<file path="config.mk">
export PLATFORM = sky130hd
export DESIGN_NAME = tlul_proto_mon
export DESIGN_NICKNAME = d
export VERILOG_FILES = /design/src/tlul_mon_pkg.sv /design/src/tlul_req_check.sv /design/src/tlul_pend_table.sv /design/src/tlul_rsp_check.sv /design/src/tlul_rsp_timer.sv /design/src/tlul_err_fsm.sv /design/src/tlul_proto_mon.sv
export SDC_FILE = /design/constraint.sdc
export NUM_CORES = 1
export LEC_CHECK = 0
export ABC_AREA = 0
export BUFFER_PORTS_ARGS = -buffer_cell sky130_fd_sc_hd__clkbuf_2
export CORE_ASPECT_RATIO = 0.5
export CORE_UTILIZATION = 41
export CTS_CLUSTER_DIAMETER = 120
export CTS_CLUSTER_SIZE = 30
export DETAILED_ROUTE_END_ITERATION = 10
export PLACE_DENSITY = 0.65
export SETUP_SLACK_MARGIN = 0.15
export SLEW_MARGIN = 20
export SYNTH_ARGS = -nofsm -noshare
export SYNTH_HDL_FRONTEND = slang
export SYNTH_SLANG_ARGS = --single-unit
</file>
<file path="constraint.sdc">
create_clock -name clk_i -period 5.4 [get_ports clk_i]
set_input_delay 0 -clock clk_i [delete_from_list [all_inputs] [get_ports clk_i]]
set_output_delay 0 -clock clk_i [all_outputs]
set_load 0.02 [all_outputs]
</file>
<file path="src/tlul_mon_pkg.sv">
// TL-UL protocol monitor shared definitions
// field widths, opcode encodings, violation codes and fault machine states
package tlul_mon_pkg;

  ////////////////////////////////////////
  // bus field types
  ////////////////////////////////////////

  typedef logic [31:0] addr_t;
  typedef logic [3:0]  mask_t;
  // log2 of the byte count
  typedef logic [1:0]  size_t;
  typedef logic [2:0]  opcode_t;
  // reserved, must be zero on both channels
  typedef logic [2:0]  param_t;

  // request opcodes (A channel)
  localparam opcode_t OP_PUT_FULL    = 3'd0;
  localparam opcode_t OP_PUT_PARTIAL = 3'd1;
  localparam opcode_t OP_GET         = 3'd4;
  // response opcodes (D channel)
  localparam opcode_t OP_ACK         = 3'd0;
  localparam opcode_t OP_ACK_DATA    = 3'd1;

  ////////////////////////////////////////
  // violation reporting
  ////////////////////////////////////////

  // zero means no violation, lower code has priority
  typedef logic [3:0] viol_t;

  localparam viol_t V_NONE        = 4'd0;
  localparam viol_t V_OPCODE      = 4'd1;
  localparam viol_t V_A_PARAM     = 4'd2;
  localparam viol_t V_SIZE        = 4'd3;
  localparam viol_t V_MASK_SIZE   = 4'd4;
  localparam viol_t V_ALIGN       = 4'd5;
  localparam viol_t V_MASK_CONTIG = 4'd6;
  localparam viol_t V_SRC_BUSY    = 4'd7;
  localparam viol_t V_NO_REQ      = 4'd8;
  localparam viol_t V_RSP_OPCODE  = 4'd9;
  localparam viol_t V_RSP_SIZE    = 4'd10;
  localparam viol_t V_D_PARAM     = 4'd11;
  localparam viol_t V_TIMEOUT     = 4'd12;

  // saturating count of cycles with a violation
  typedef logic [7:0] errcnt_t;

  typedef enum logic {
    MON_RUN,
    MON_FAULT
  } mon_state_e;

endpackage

</file>
<file path="src/tlul_req_check.sv">
// TL-UL request checker
// legality rules on an accepted A-channel beat, lowest failing code reported
`timescale 1ns/10ps
module tlul_req_check (
  input  logic                  a_fire_i,
  input  tlul_mon_pkg::opcode_t a_opcode_i,
  input  tlul_mon_pkg::param_t  a_param_i,
  input  tlul_mon_pkg::size_t   a_size_i,
  input  tlul_mon_pkg::addr_t   a_address_i,
  input  tlul_mon_pkg::mask_t   a_mask_i,
  input  logic                  src_busy_i,
  output tlul_mon_pkg::viol_t   req_viol_o
);
  import tlul_mon_pkg::*;

  // number of set mask bits, 0 to 4
  logic [2:0] mask_ones;
  // bytes covered by a_size, 8 for the illegal size 3
  logic [3:0] size_bytes;
  // a one marks each 0/1 transition inside the mask
  mask_t      mask_edges;
  logic [2:0] edge_cnt;
  logic       size_mask_ok;
  logic       align_ok;
  logic       contig_ok;

  assign mask_ones  = 3'($countones(a_mask_i));
  assign size_bytes = 4'd1 << a_size_i;

  // full writes need an exact byte count, reads and partial writes an upper bound
  assign size_mask_ok = (a_opcode_i == OP_PUT_FULL) ? ({1'b0, mask_ones} == size_bytes)
                                                     : ({1'b0, mask_ones} <= size_bytes);

  // low address bits below the access size must be zero
  assign align_ok = ((a_address_i[3:0] & (size_bytes - 4'd1)) == 4'd0);

  // a contiguous run has at most two edges against its shifted copy
  assign mask_edges = a_mask_i ^ {a_mask_i[2:0], 1'b0};
  assign edge_cnt   = 3'($countones(mask_edges));
  assign contig_ok  = (a_opcode_i == OP_PUT_PARTIAL) || (edge_cnt <= 3'd2);

  // rules in code order, first failure wins
  always_comb begin
    req_viol_o = V_NONE;
    if (a_fire_i) begin
      if (!(a_opcode_i inside {OP_PUT_FULL, OP_PUT_PARTIAL, OP_GET})) begin
        req_viol_o = V_OPCODE;
      end else if (a_param_i != '0) begin
        req_viol_o = V_A_PARAM;
      end else if (a_size_i > 2'd2) begin
        req_viol_o = V_SIZE;
      end else if (!size_mask_ok) begin
        req_viol_o = V_MASK_SIZE;
      end else if (!align_ok) begin
        req_viol_o = V_ALIGN;
      end else if (!contig_ok) begin
        req_viol_o = V_MASK_CONTIG;
      end else if (src_busy_i) begin
        // uses the registered table, a same-cycle response does not free it
        req_viol_o = V_SRC_BUSY;
      end
    end
  end

endmodule

</file>
<file path="src/tlul_pend_table.sv">
// TL-UL pending request table
// one entry per source ID with pending bit, opcode and size,
// plus the count of outstanding requests
`timescale 1ns/10ps
module tlul_pend_table #(
  parameter int SrcW = 4
) (
  input  logic                  clk_i,
  input  logic                  rst_ni,
  input  logic                  a_fire_i,
  input  logic [SrcW-1:0]       a_source_i,
  input  tlul_mon_pkg::opcode_t a_opcode_i,
  input  tlul_mon_pkg::size_t   a_size_i,
  input  logic                  d_fire_i,
  input  logic [SrcW-1:0]       d_source_i,
  output logic                  a_busy_o,
  output logic                  d_pend_o,
  output tlul_mon_pkg::opcode_t d_opcode_o,
  output tlul_mon_pkg::size_t   d_size_o,
  output logic [SrcW:0]         outstanding_o
);
  import tlul_mon_pkg::*;

  localparam int Entries = 2 ** SrcW;

  logic [Entries-1:0] pend_q;
  opcode_t            op_q   [Entries];
  size_t              size_q [Entries];

  ////////////////////////////////////////
  // table update
  ////////////////////////////////////////

  // clear first, then set, so a set on the same source wins
  always_ff @(posedge clk_i or negedge rst_ni) begin
    if (!rst_ni) begin
      pend_q <= '0;
    end else begin
      if (d_fire_i) begin
        pend_q[d_source_i] <= 1'b0;
      end
      if (a_fire_i) begin
        pend_q[a_source_i] <= 1'b1;
      end
    end
  end

  // opcode and size are only read while the pending bit is set
  always_ff @(posedge clk_i) begin
    if (a_fire_i) begin
      op_q[a_source_i]   <= a_opcode_i;
      size_q[a_source_i] <= a_size_i;
    end
  end

  ////////////////////////////////////////
  // lookups and outstanding count
  ////////////////////////////////////////

  assign a_busy_o   = pend_q[a_source_i];
  assign d_pend_o   = pend_q[d_source_i];
  assign d_opcode_o = op_q[d_source_i];
  assign d_size_o   = size_q[d_source_i];

  // one extra bit so a full table fits
  always_comb begin
    outstanding_o = '0;
    for (int i = 0; i < Entries; i++) begin
      outstanding_o = outstanding_o + (SrcW + 1)'(pend_q[i]);
    end
  end

endmodule

</file>
<file path="src/tlul_rsp_check.sv">
// TL-UL response checker
// compares an accepted D-channel beat with the pending entry of its source
`timescale 1ns/10ps
module tlul_rsp_check (
  input  logic                  d_fire_i,
  input  tlul_mon_pkg::opcode_t d_opcode_i,
  input  tlul_mon_pkg::param_t  d_param_i,
  input  tlul_mon_pkg::size_t   d_size_i,
  input  logic                  d_pend_i,
  input  tlul_mon_pkg::opcode_t pend_opcode_i,
  input  tlul_mon_pkg::size_t   pend_size_i,
  output tlul_mon_pkg::viol_t   rsp_viol_o
);
  import tlul_mon_pkg::*;

  // reads return data, both write flavours get a plain ack
  opcode_t exp_opcode;

  assign exp_opcode = (pend_opcode_i == OP_GET) ? OP_ACK_DATA : OP_ACK;

  // rules in code order, first failure wins
  always_comb begin
    rsp_viol_o = V_NONE;
    if (d_fire_i) begin
      if (!d_pend_i) begin
        // nothing outstanding on this source
        rsp_viol_o = V_NO_REQ;
      end else if (d_opcode_i != exp_opcode) begin
        rsp_viol_o = V_RSP_OPCODE;
      end else if (d_size_i != pend_size_i) begin
        rsp_viol_o = V_RSP_SIZE;
      end else if (d_param_i != '0) begin
        rsp_viol_o = V_D_PARAM;
      end
    end
  end

endmodule

</file>
<file path="src/tlul_rsp_timer.sv">
// TL-UL response watchdog
// counts cycles without an accepted response while requests are outstanding,
// pulses timeout_o for one cycle after TimeoutCycles such cycles
`timescale 1ns/10ps
module tlul_rsp_timer #(
  parameter int SrcW          = 4,
  parameter int TimeoutCycles = 64
) (
  input  logic          clk_i,
  input  logic          rst_ni,
  input  logic [SrcW:0] outstanding_i,
  input  logic          d_fire_i,
  output logic          timeout_o
);

  localparam int CntW = $clog2(TimeoutCycles + 1);
  // last count value before the pulse
  localparam logic [CntW-1:0] CntLast = CntW'(TimeoutCycles - 1);

  logic [CntW-1:0] cnt_q;
  logic            stall;
  logic            timeout_q;

  // waiting on a response and none arrives this cycle
  assign stall = (outstanding_i != '0) && !d_fire_i;

  always_ff @(posedge clk_i or negedge rst_ni) begin
    if (!rst_ni) begin
      cnt_q     <= '0;
      timeout_q <= 1'b0;
    end else if (!stall) begin
      // any response or an empty table restarts the count
      cnt_q     <= '0;
      timeout_q <= 1'b0;
    end else if (cnt_q == CntLast) begin
      // limit reached, pulse and start over
      cnt_q     <= '0;
      timeout_q <= 1'b1;
    end else begin
      cnt_q     <= cnt_q + 1'b1;
      timeout_q <= 1'b0;
    end
  end

  assign timeout_o = timeout_q;

endmodule

</file>
<file path="src/tlul_err_fsm.sv">
// TL-UL monitor fault machine
// latches the first violation code until clear and counts violation cycles
`timescale 1ns/10ps
module tlul_err_fsm (
  input  logic                  clk_i,
  input  logic                  rst_ni,
  input  tlul_mon_pkg::viol_t   req_viol_i,
  input  tlul_mon_pkg::viol_t   rsp_viol_i,
  input  logic                  timeout_i,
  input  logic                  clear_i,
  output logic                  err_o,
  output tlul_mon_pkg::viol_t   err_code_o,
  output tlul_mon_pkg::errcnt_t err_cnt_o
);
  import tlul_mon_pkg::*;

  mon_state_e state_q;
  viol_t      code_q;
  errcnt_t    cnt_q;
  viol_t      tmo_code;
  viol_t      lo_code;
  viol_t      sel_code;
  logic       viol;

  ////////////////////////////////////////
  // code selection
  ////////////////////////////////////////

  assign tmo_code = timeout_i ? V_TIMEOUT : V_NONE;

  // lowest nonzero of the three sources
  always_comb begin
    lo_code = req_viol_i;
    if (lo_code == V_NONE || (rsp_viol_i != V_NONE && rsp_viol_i < lo_code)) begin
      lo_code = rsp_viol_i;
    end
    sel_code = lo_code;
    if (sel_code == V_NONE || (tmo_code != V_NONE && tmo_code < sel_code)) begin
      sel_code = tmo_code;
    end
  end

  assign viol = (sel_code != V_NONE);

  ////////////////////////////////////////
  // sticky state, code and counter
  ////////////////////////////////////////

  // a new violation beats clear_i in the same cycle
  always_ff @(posedge clk_i or negedge rst_ni) begin
    if (!rst_ni) begin
      state_q <= MON_RUN;
      code_q  <= V_NONE;
      cnt_q   <= '0;
    end else begin
      if (viol) begin
        state_q <= MON_FAULT;
        // only the first code is kept while faulted
        if (state_q == MON_RUN || clear_i) begin
          code_q <= sel_code;
        end
      end else if (clear_i) begin
        state_q <= MON_RUN;
        code_q  <= V_NONE;
      end
      if (clear_i) begin
        cnt_q <= viol ? errcnt_t'(1) : '0;
      end else if (viol && cnt_q != '1) begin
        // saturates at all ones
        cnt_q <= cnt_q + 1'b1;
      end
    end
  end

  assign err_o      = (state_q == MON_FAULT);
  assign err_code_o = code_q;
  assign err_cnt_o  = cnt_q;

endmodule

</file>
<file path="src/tlul_proto_mon.sv">
// TL-UL device port protocol monitor
// passive checker on the A and D channels with sticky fault code,
// violation counter and response watchdog
`timescale 1ns/10ps
module tlul_proto_mon #(
  parameter int SrcW          = 4,
  parameter int TimeoutCycles = 64
) (
  input  logic                  clk_i,
  input  logic                  rst_ni,
  // A channel
  input  logic                  a_valid_i,
  input  logic                  a_ready_i,
  input  tlul_mon_pkg::opcode_t a_opcode_i,
  input  tlul_mon_pkg::param_t  a_param_i,
  input  tlul_mon_pkg::size_t   a_size_i,
  input  logic [SrcW-1:0]       a_source_i,
  input  tlul_mon_pkg::addr_t   a_address_i,
  input  tlul_mon_pkg::mask_t   a_mask_i,
  // D channel
  input  logic                  d_valid_i,
  input  logic                  d_ready_i,
  input  tlul_mon_pkg::opcode_t d_opcode_i,
  input  tlul_mon_pkg::param_t  d_param_i,
  input  tlul_mon_pkg::size_t   d_size_i,
  input  logic [SrcW-1:0]       d_source_i,
  // status
  input  logic                  clear_i,
  output logic                  err_o,
  output tlul_mon_pkg::viol_t   err_code_o,
  output tlul_mon_pkg::errcnt_t err_cnt_o,
  output logic [SrcW:0]         outstanding_o
);
  import tlul_mon_pkg::*;

  logic    a_fire;
  logic    d_fire;
  logic    a_busy;
  logic    d_pend;
  opcode_t pend_opcode;
  size_t   pend_size;
  viol_t   req_viol;
  viol_t   rsp_viol;
  logic    timeout;

  // only accepted beats are checked
  assign a_fire = a_valid_i & a_ready_i;
  assign d_fire = d_valid_i & d_ready_i;

  tlul_req_check u_req_check (
    .a_fire_i    (a_fire),
    .a_opcode_i  (a_opcode_i),
    .a_param_i   (a_param_i),
    .a_size_i    (a_size_i),
    .a_address_i (a_address_i),
    .a_mask_i    (a_mask_i),
    .src_busy_i  (a_busy),
    .req_viol_o  (req_viol)
  );

  // every accepted request is tracked, legal or not
  tlul_pend_table #(
    .SrcW (SrcW)
  ) u_pend_table (
    .clk_i         (clk_i),
    .rst_ni        (rst_ni),
    .a_fire_i      (a_fire),
    .a_source_i    (a_source_i),
    .a_opcode_i    (a_opcode_i),
    .a_size_i      (a_size_i),
    .d_fire_i      (d_fire),
    .d_source_i    (d_source_i),
    .a_busy_o      (a_busy),
    .d_pend_o      (d_pend),
    .d_opcode_o    (pend_opcode),
    .d_size_o      (pend_size),
    .outstanding_o (outstanding_o)
  );

  tlul_rsp_check u_rsp_check (
    .d_fire_i      (d_fire),
    .d_opcode_i    (d_opcode_i),
    .d_param_i     (d_param_i),
    .d_size_i      (d_size_i),
    .d_pend_i      (d_pend),
    .pend_opcode_i (pend_opcode),
    .pend_size_i   (pend_size),
    .rsp_viol_o    (rsp_viol)
  );

  tlul_rsp_timer #(
    .SrcW          (SrcW),
    .TimeoutCycles (TimeoutCycles)
  ) u_rsp_timer (
    .clk_i         (clk_i),
    .rst_ni        (rst_ni),
    .outstanding_i (outstanding_o),
    .d_fire_i      (d_fire),
    .timeout_o     (timeout)
  );

  tlul_err_fsm u_err_fsm (
    .clk_i      (clk_i),
    .rst_ni     (rst_ni),
    .req_viol_i (req_viol),
    .rsp_viol_i (rsp_viol),
    .timeout_i  (timeout),
    .clear_i    (clear_i),
    .err_o      (err_o),
    .err_code_o (err_code_o),
    .err_cnt_o  (err_cnt_o)
  );

endmodule

</file>
==> Yosys cells after proc, flatten, opt, wreduce, memory -nomap -nowiden <==
Memory sizes are Yosys's and may differ from the RTL's.
Index checks and enable logic that the tools add are counted.
{ "totals": {"register_bits": 37, "ramBits": 80, "word_cells": 126, "mem_count": 2} }
{ "memory_table": {"columns": ["name", "depth", "width", "rd", "rd_ports_with_merged_regs", "wr", "line", "rtl"], "rows": [
  ["u_pend_table.op_q", 16, 3, 1, 0, 1, "tlul_pend_table.sv:27", "opcode_t op_q [Entries];"],
  ["u_pend_table.size_q", 16, 2, 1, 0, 1, "tlul_pend_table.sv:28", "size_t size_q [Entries];"]
]} }
{ "classes": {"n_addsub": 24, "order_cmp": 9, "eq_ne": 9, "shift": 1, "mux": 42, "bitwise": 8, "reduce_logical": 25} }
{ "op_table": {"columns": ["operator", "count"], "rows": [
  ["4-bit two-way mux", 18],
  ["5-bit by 1-bit adder with 5-bit output", 14],
  ["16-bit two-way mux", 2],
  ["16-bit AND", 1],
  ["8-bit two-way mux", 2],
  ["16-bit NOT", 1],
  ["16-bit OR", 1],
  ["7-bit two-way mux", 2],
  ["1-bit two-way mux", 13],
  ["4-bit logical NOT", 3],
  ["4-bit nonzero test", 3],
  ["1-bit by 1-bit adder with 2-bit output", 5],
  ["4-bit by 5-bit less-than comparator with 1-bit output, second input constant", 2],
  ["3-bit nonzero test", 3],
  ["8-bit by 1-bit adder with 8-bit output, second input constant", 1],
  ["1-bit binary-select mux with 4-bit select", 2],
  ["1-bit demux with 4-bit select", 2],
  ["4-bit by 1-bit greater-or-equal comparator with 1-bit output, second input constant", 2],
  ["4-bit less-than comparator", 2],
  ["8-bit != test, second input constant", 1],
  ["7-bit by 1-bit adder with 7-bit output, second input constant", 1],
  ["7-bit by 6-bit equality test with 1-bit output, second input constant", 1],
  ["3-bit adder", 2],
  ["3-bit equality test, second input constant", 2],
  ["other kinds (22)", 32]
]} }

==> Logic depth before layout (Yosys ltp) <==
{ "logic_depth": {"ltp_word": 24, "mapped_depth": 20, "mapped_depth_nobuf": 20} }

==> By module <==
Synthesis repeated with hierarchy kept, for this count alone.
{ "hier_totals": {"hier_cells": 472, "hier_area_um2": 6237.2} }
{ "modules_own_cells": {"columns": ["mod", "n_inst", "cells_per_inst", "area_each_um2"], "rows": [
  ["tlul_pend_table", 1, 276, 4481.8],
  ["tlul_err_fsm", 1, 91, 847.1],
  ["tlul_req_check", 1, 55, 396.6],
  ["tlul_rsp_timer", 1, 30, 350.3],
  ["tlul_rsp_check", 1, 18, 148.9],
  ["tlul_proto_mon", 1, 2, 12.5]
]} }

==> Worst setup path after synthesis <==
No wires, ideal clock.
{ "synth_path": {"kind": "register to register", "from": "register u_pend_table.pend_q[0]", "to": "register u_rsp_timer.cnt_q[3]", "setup_time_ns": 0.128, "arrival_time_ns": 4.658, "required_ns": 5.272, "path_slack_ns": 0.614, "stages_incl_launch_ff": 14, "n_path_buf": 0, "path_cell_list": "dfrtp_1 > ha_1 > inv_1 > fa_1 > fa_1 > fa_1 > fa_1 > fa_1 > inv_1 > fa_1 > or4_1 > o21ai_0 > o21bai_1 > nor2_1"} }
{ "synth_via": {"elab_chain_len": 18} }
{ "synth_rtl": {"columns": ["element", "line", "rtl"], "rows": [
  ["start, declared", "tlul_pend_table.sv:26", "logic [Entries-1:0] pend_q;"],
  ["start signal, assigned", "tlul_pend_table.sv:37", "pend_q <= '0;"],
  ["start signal, assigned by index", "tlul_pend_table.sv:40", "pend_q[d_source_i] <= 1'b0;"],
  ["start signal, assigned by index", "tlul_pend_table.sv:43", "pend_q[a_source_i] <= 1'b1;"],
  ["1-bit by 1-bit adder with 2-bit output", "tlul_pend_table.sv:69", "outstanding_o = outstanding_o + (SrcW + 1)'(pend_q[i]);"],
  ["5-bit by 1-bit adder with 5-bit output (14 in series)", "tlul_pend_table.sv:69", null],
  ["named net outstanding_o[1]", "tlul_proto_mon.sv:32", "output logic [SrcW:0] outstanding_o"],
  ["5-bit nonzero test", "tlul_rsp_timer.sv:25", "assign stall = (outstanding_i != '0) && !d_fire_i;"],
  ["1-bit logical AND", "tlul_rsp_timer.sv:25", null],
  ["7-bit two-way mux", "tlul_rsp_timer.sv:31", "end else if (!stall) begin"],
  ["end signal, assigned", "tlul_rsp_timer.sv:40", "cnt_q <= cnt_q + 1'b1;"],
  ["end, declared", "tlul_rsp_timer.sv:20", "logic [CntW-1:0] cnt_q;"]
]} }
The timed path passes the listed nets, and every way through them passes these cells.
A chain may end at the register's enable or synchronous reset.

==> Worst setup path in the final report <==
{ "layout_path": {"from": "register u_pend_table.pend_q[1]", "to": "register u_rsp_timer.cnt_q[5]"} }
{ "layout_via": {"elab_chain_len": 18} }
{ "layout_rtl": {"columns": ["element", "line"], "rows": [
  ["1-bit by 1-bit adder with 2-bit output", "tlul_pend_table.sv:69"],
  ["5-bit by 1-bit adder with 5-bit output (14 in series)", "tlul_pend_table.sv:69"],
  ["5-bit nonzero test", "tlul_rsp_timer.sv:25"],
  ["1-bit logical AND", "tlul_rsp_timer.sv:25"],
  ["7-bit two-way mux", "tlul_rsp_timer.sv:31"]
]} }
Every way passes these cells.

==> run_results.csv <==
group,metric,value,unit
outcome,outcome,"complete, no violations",
route,firstDrtPassIters,5,
grt,antenna_found_initial,1,
floorplanning,die_x,176,um
critical_path,crit_arrival,5080,ps
sta,tightest_slew,1020,ps
route,wl_per_cell,18.0,um
synth,ys_async_sr_fraction,31.6,%
place,post-place-cells,744,
pwr,peakVddDrop,469,uV
clock_network,clock_latency,410,ps
synth,synth.largest_area_cell,"edfxtp_1",
grt,first_global_vias,4170,
floorplanning,dieArea,15600,um2
hold_path,hold_path_class,"input pin to flop",
finish,regArea,3330,um2
clock_network,cts_resized,0,
critical_path,crit_type,"flop to flop",
grt,overflow,0,
sta,max_clock_freq,0.209,GHz
synth,synth_area_leaders,"edfxtp_1, dfrtp_1, mux4_2",
sta,fin_crit_sh,88.8,%
floorplanning,ios,85,
synth,synth-seq-cells,117,
critical_path,end_kind,"flop",
place,hpwlAfterDp,9.90,mm
place,portBuffers,55,
sta,slew_headroom,32.3,%
critical_path,worstPathMaxFanout,5,
synth,synth_edf_count,80,
clock_network,clock_sinks,117,
pwr,powerDensity,491,nW/um2
clock_network,clk_pin_slew,60,ps
clock_network,cts_root_buf,"clkbuf_16",
clock_network,cts_tree,"yes",
route,drc,0,
synth,synth_cell_types,63,
clock_network,hold_buffers,2,
floorplanning,rows,31,
finish,area_growth,16.9,%
sta,hold_viol,0,
synth,syn_area,6180,um2
grt,grt_max_degree,38,
floorplanning,die_h,88.8,um
sta,setup_viol_count_final,0,
finish,finalNonFillerCells,779,
route,wirelength,14.0,mm
sta,slew_viol_final,0,
finish,multiInputGateArea,2600,um2
route,initialDrtViolationCount,458,
synth,ys_warn_count,0,
clock_network,cts_setup_buffers,0,
synth,syn_area_per_cell,12.2,um2
grt,grt_use_total,19.0,%
clock_network,htreeDepth,4,
sta,tns,0,ps
route,postRouteAntennaNets,0,
critical_path,worstPathRequired,5680,ps
floorplanning,start_util,42.4,%
route,routed_via_density,5.40,
synth,synth_ff_type,"edfxtp_1",
sta,rsz0062_at_grt,"no",
sta,fin_skew,6.62,ps
clock_network,cts_made_buffers,17,
synth,synthCells,505,
route,via_count,4205,
critical_path,startpoint_type,"flop",
finish,fill_cells,1304,
job,drv_cap,0,
synth,ys_seq_area_share,53.8,%
floorplanning,core_region_area,14600,um2
finish,drive_gt1_share,19.3,%
grt,grt_pass1_wl,22.1,mm
synth,synth_top_area_share,38.8,%
sta,min_period,4790,ps
sta,hold_ws,158,ps
place,gp_congestion,0.898,
pwr,power_leakage,2.86,nW
synth,synth_nets,602,
finish,layout.nets,664,
clock_network,cts_buffer_depth,2,
[per-layer routing]
metal,share of wire (%),up-vias,GRT usage (%)
li1,-,2016,-
met1,48,2034,26.2
met2,44,142,29.2
met3,7.0,13,5.71
met4,1.1,0,5.45
met5,0,-,0
[stage by stage]
step	instance area [um2]	utilization, %	power (mW)	setup slack (ps)
after global routing	7230	49.6	3.76	357
final	7230	49.6	3.55	605
after CTS	7230	49.6	3.58	561
after floorplan	6180	-	2.05	614
after global placement	6620	45.4	2.41	672
after detailed placement	6620	45.4	2.46	604
[cell families after synthesis]
group                      after synthesis  share of synthesized area [%]
xor gates and xnor gates                10                           1.42
buffers and inverters                   57                           4.13
and+or+nand+nor                        153                           13.5
adders and majority gates               30                           7.53
AOI/OAI and AO/OA                       96                           10.0
DFF                                    117                           53.8
muxes                                   42                           9.59
[cells in the final DEF, fill, tap and decap left out, drive strengths merged, types with 5 or more instances in the layout]
master / n
a21o: 8
a21oi: 16
clkbuf: 72
dfrtp: 37
edfxtp: 80
fa: 12
ha: 18
inv: 49
mux2: 5
mux2i: 24
mux4: 13
nand2: 27
nand2b: 12
nand3: 10
nor2: 37
nor2b: 8
nor3: 9
o211ai: 5
o21ai: 34
o31ai: 5
or3: 8
or4: 6
xnor2: 7
[synthesized netlist by cell type, types with 7 or more instances]
master    number
fa_1          12
clkbuf_1       7
dfrtp_1       37
ha_1          18
nand2b_1      12
nor2b_1        8
or3_1          8
xnor2_1        7
mux2i_1       24
inv_1         41
nand3_1       10
o21ai_0       33
a21o_1         8
edfxtp_1      80
nor3_1         9
mux4_2        13
a21oi_1       16
nand2_1       27
nor2_1        37
[power by group]
| part | switching, mW | internal (mW) |
|---|---|---|
| combinational | 0.824 | 0.539 |
| sequential | 0.0557 | 1.02 |
| clock | 0.458 | 0.654 |
[final timing paths]
| check | to | cells past startpoint | slack (ps) | start |
|---|---|---|---|---|
| worst max register to register | u_rsp_timer.cnt_q[5] | 14 | 610 | u_pend_table.pend_q[1] |
| max in group asynchronous | u_pend_table.pend_q[4] | 2 | 4570 | rst_ni |
| worst min register to register | u_rsp_timer.timeout_o | 1 | 460 | u_rsp_timer.cnt_q[6] |
| worst max-delay path | u_rsp_timer.cnt_q[5] | 14 | 610 | u_pend_table.pend_q[1] |
| worst min-delay path | u_pend_table.pend_q[12] | 4 | 160 | d_source_i[2] |
| min in group asynchronous | u_err_fsm.err_cnt_o[4] | 2 | 260 | rst_ni |
[flip-flops by register name (all words and copies together), names as in the netlist]
register	flops
u_err_fsm.err_cnt_o	8
u_err_fsm.err_o	1
u_pend_table.pend_q	16
u_pend_table.size_q	32
u_err_fsm.err_code_o	4
u_rsp_timer.timeout_o	1
u_rsp_timer.cnt_q	7
u_pend_table.op_q	48
[worst max-delay path: stages (launching register included)]
cell	delay [ps]
dfrtp_1	420
ha_1	300
inv_1	50
fa_1	470
fa_1	500
fa_1	540
fa_1	430
fa_1	360
inv_1	100
fa_1	440
or4_1	500
o21ai_0	160
buf_4	150
o21bai_1	170
nor2_1	100
[area by class of cell]
type	count	area share, %
sequential	117	46.0
multi-input combinational	331	36.0
clock buffer	17	5.88
timing repair buffer	59	4.29
tap	198	3.43
clock inverter	15	2.25
inverter	41	2.13
antenna	1	0.0346
Note: power is estimated with default switching activity, not from simulation.
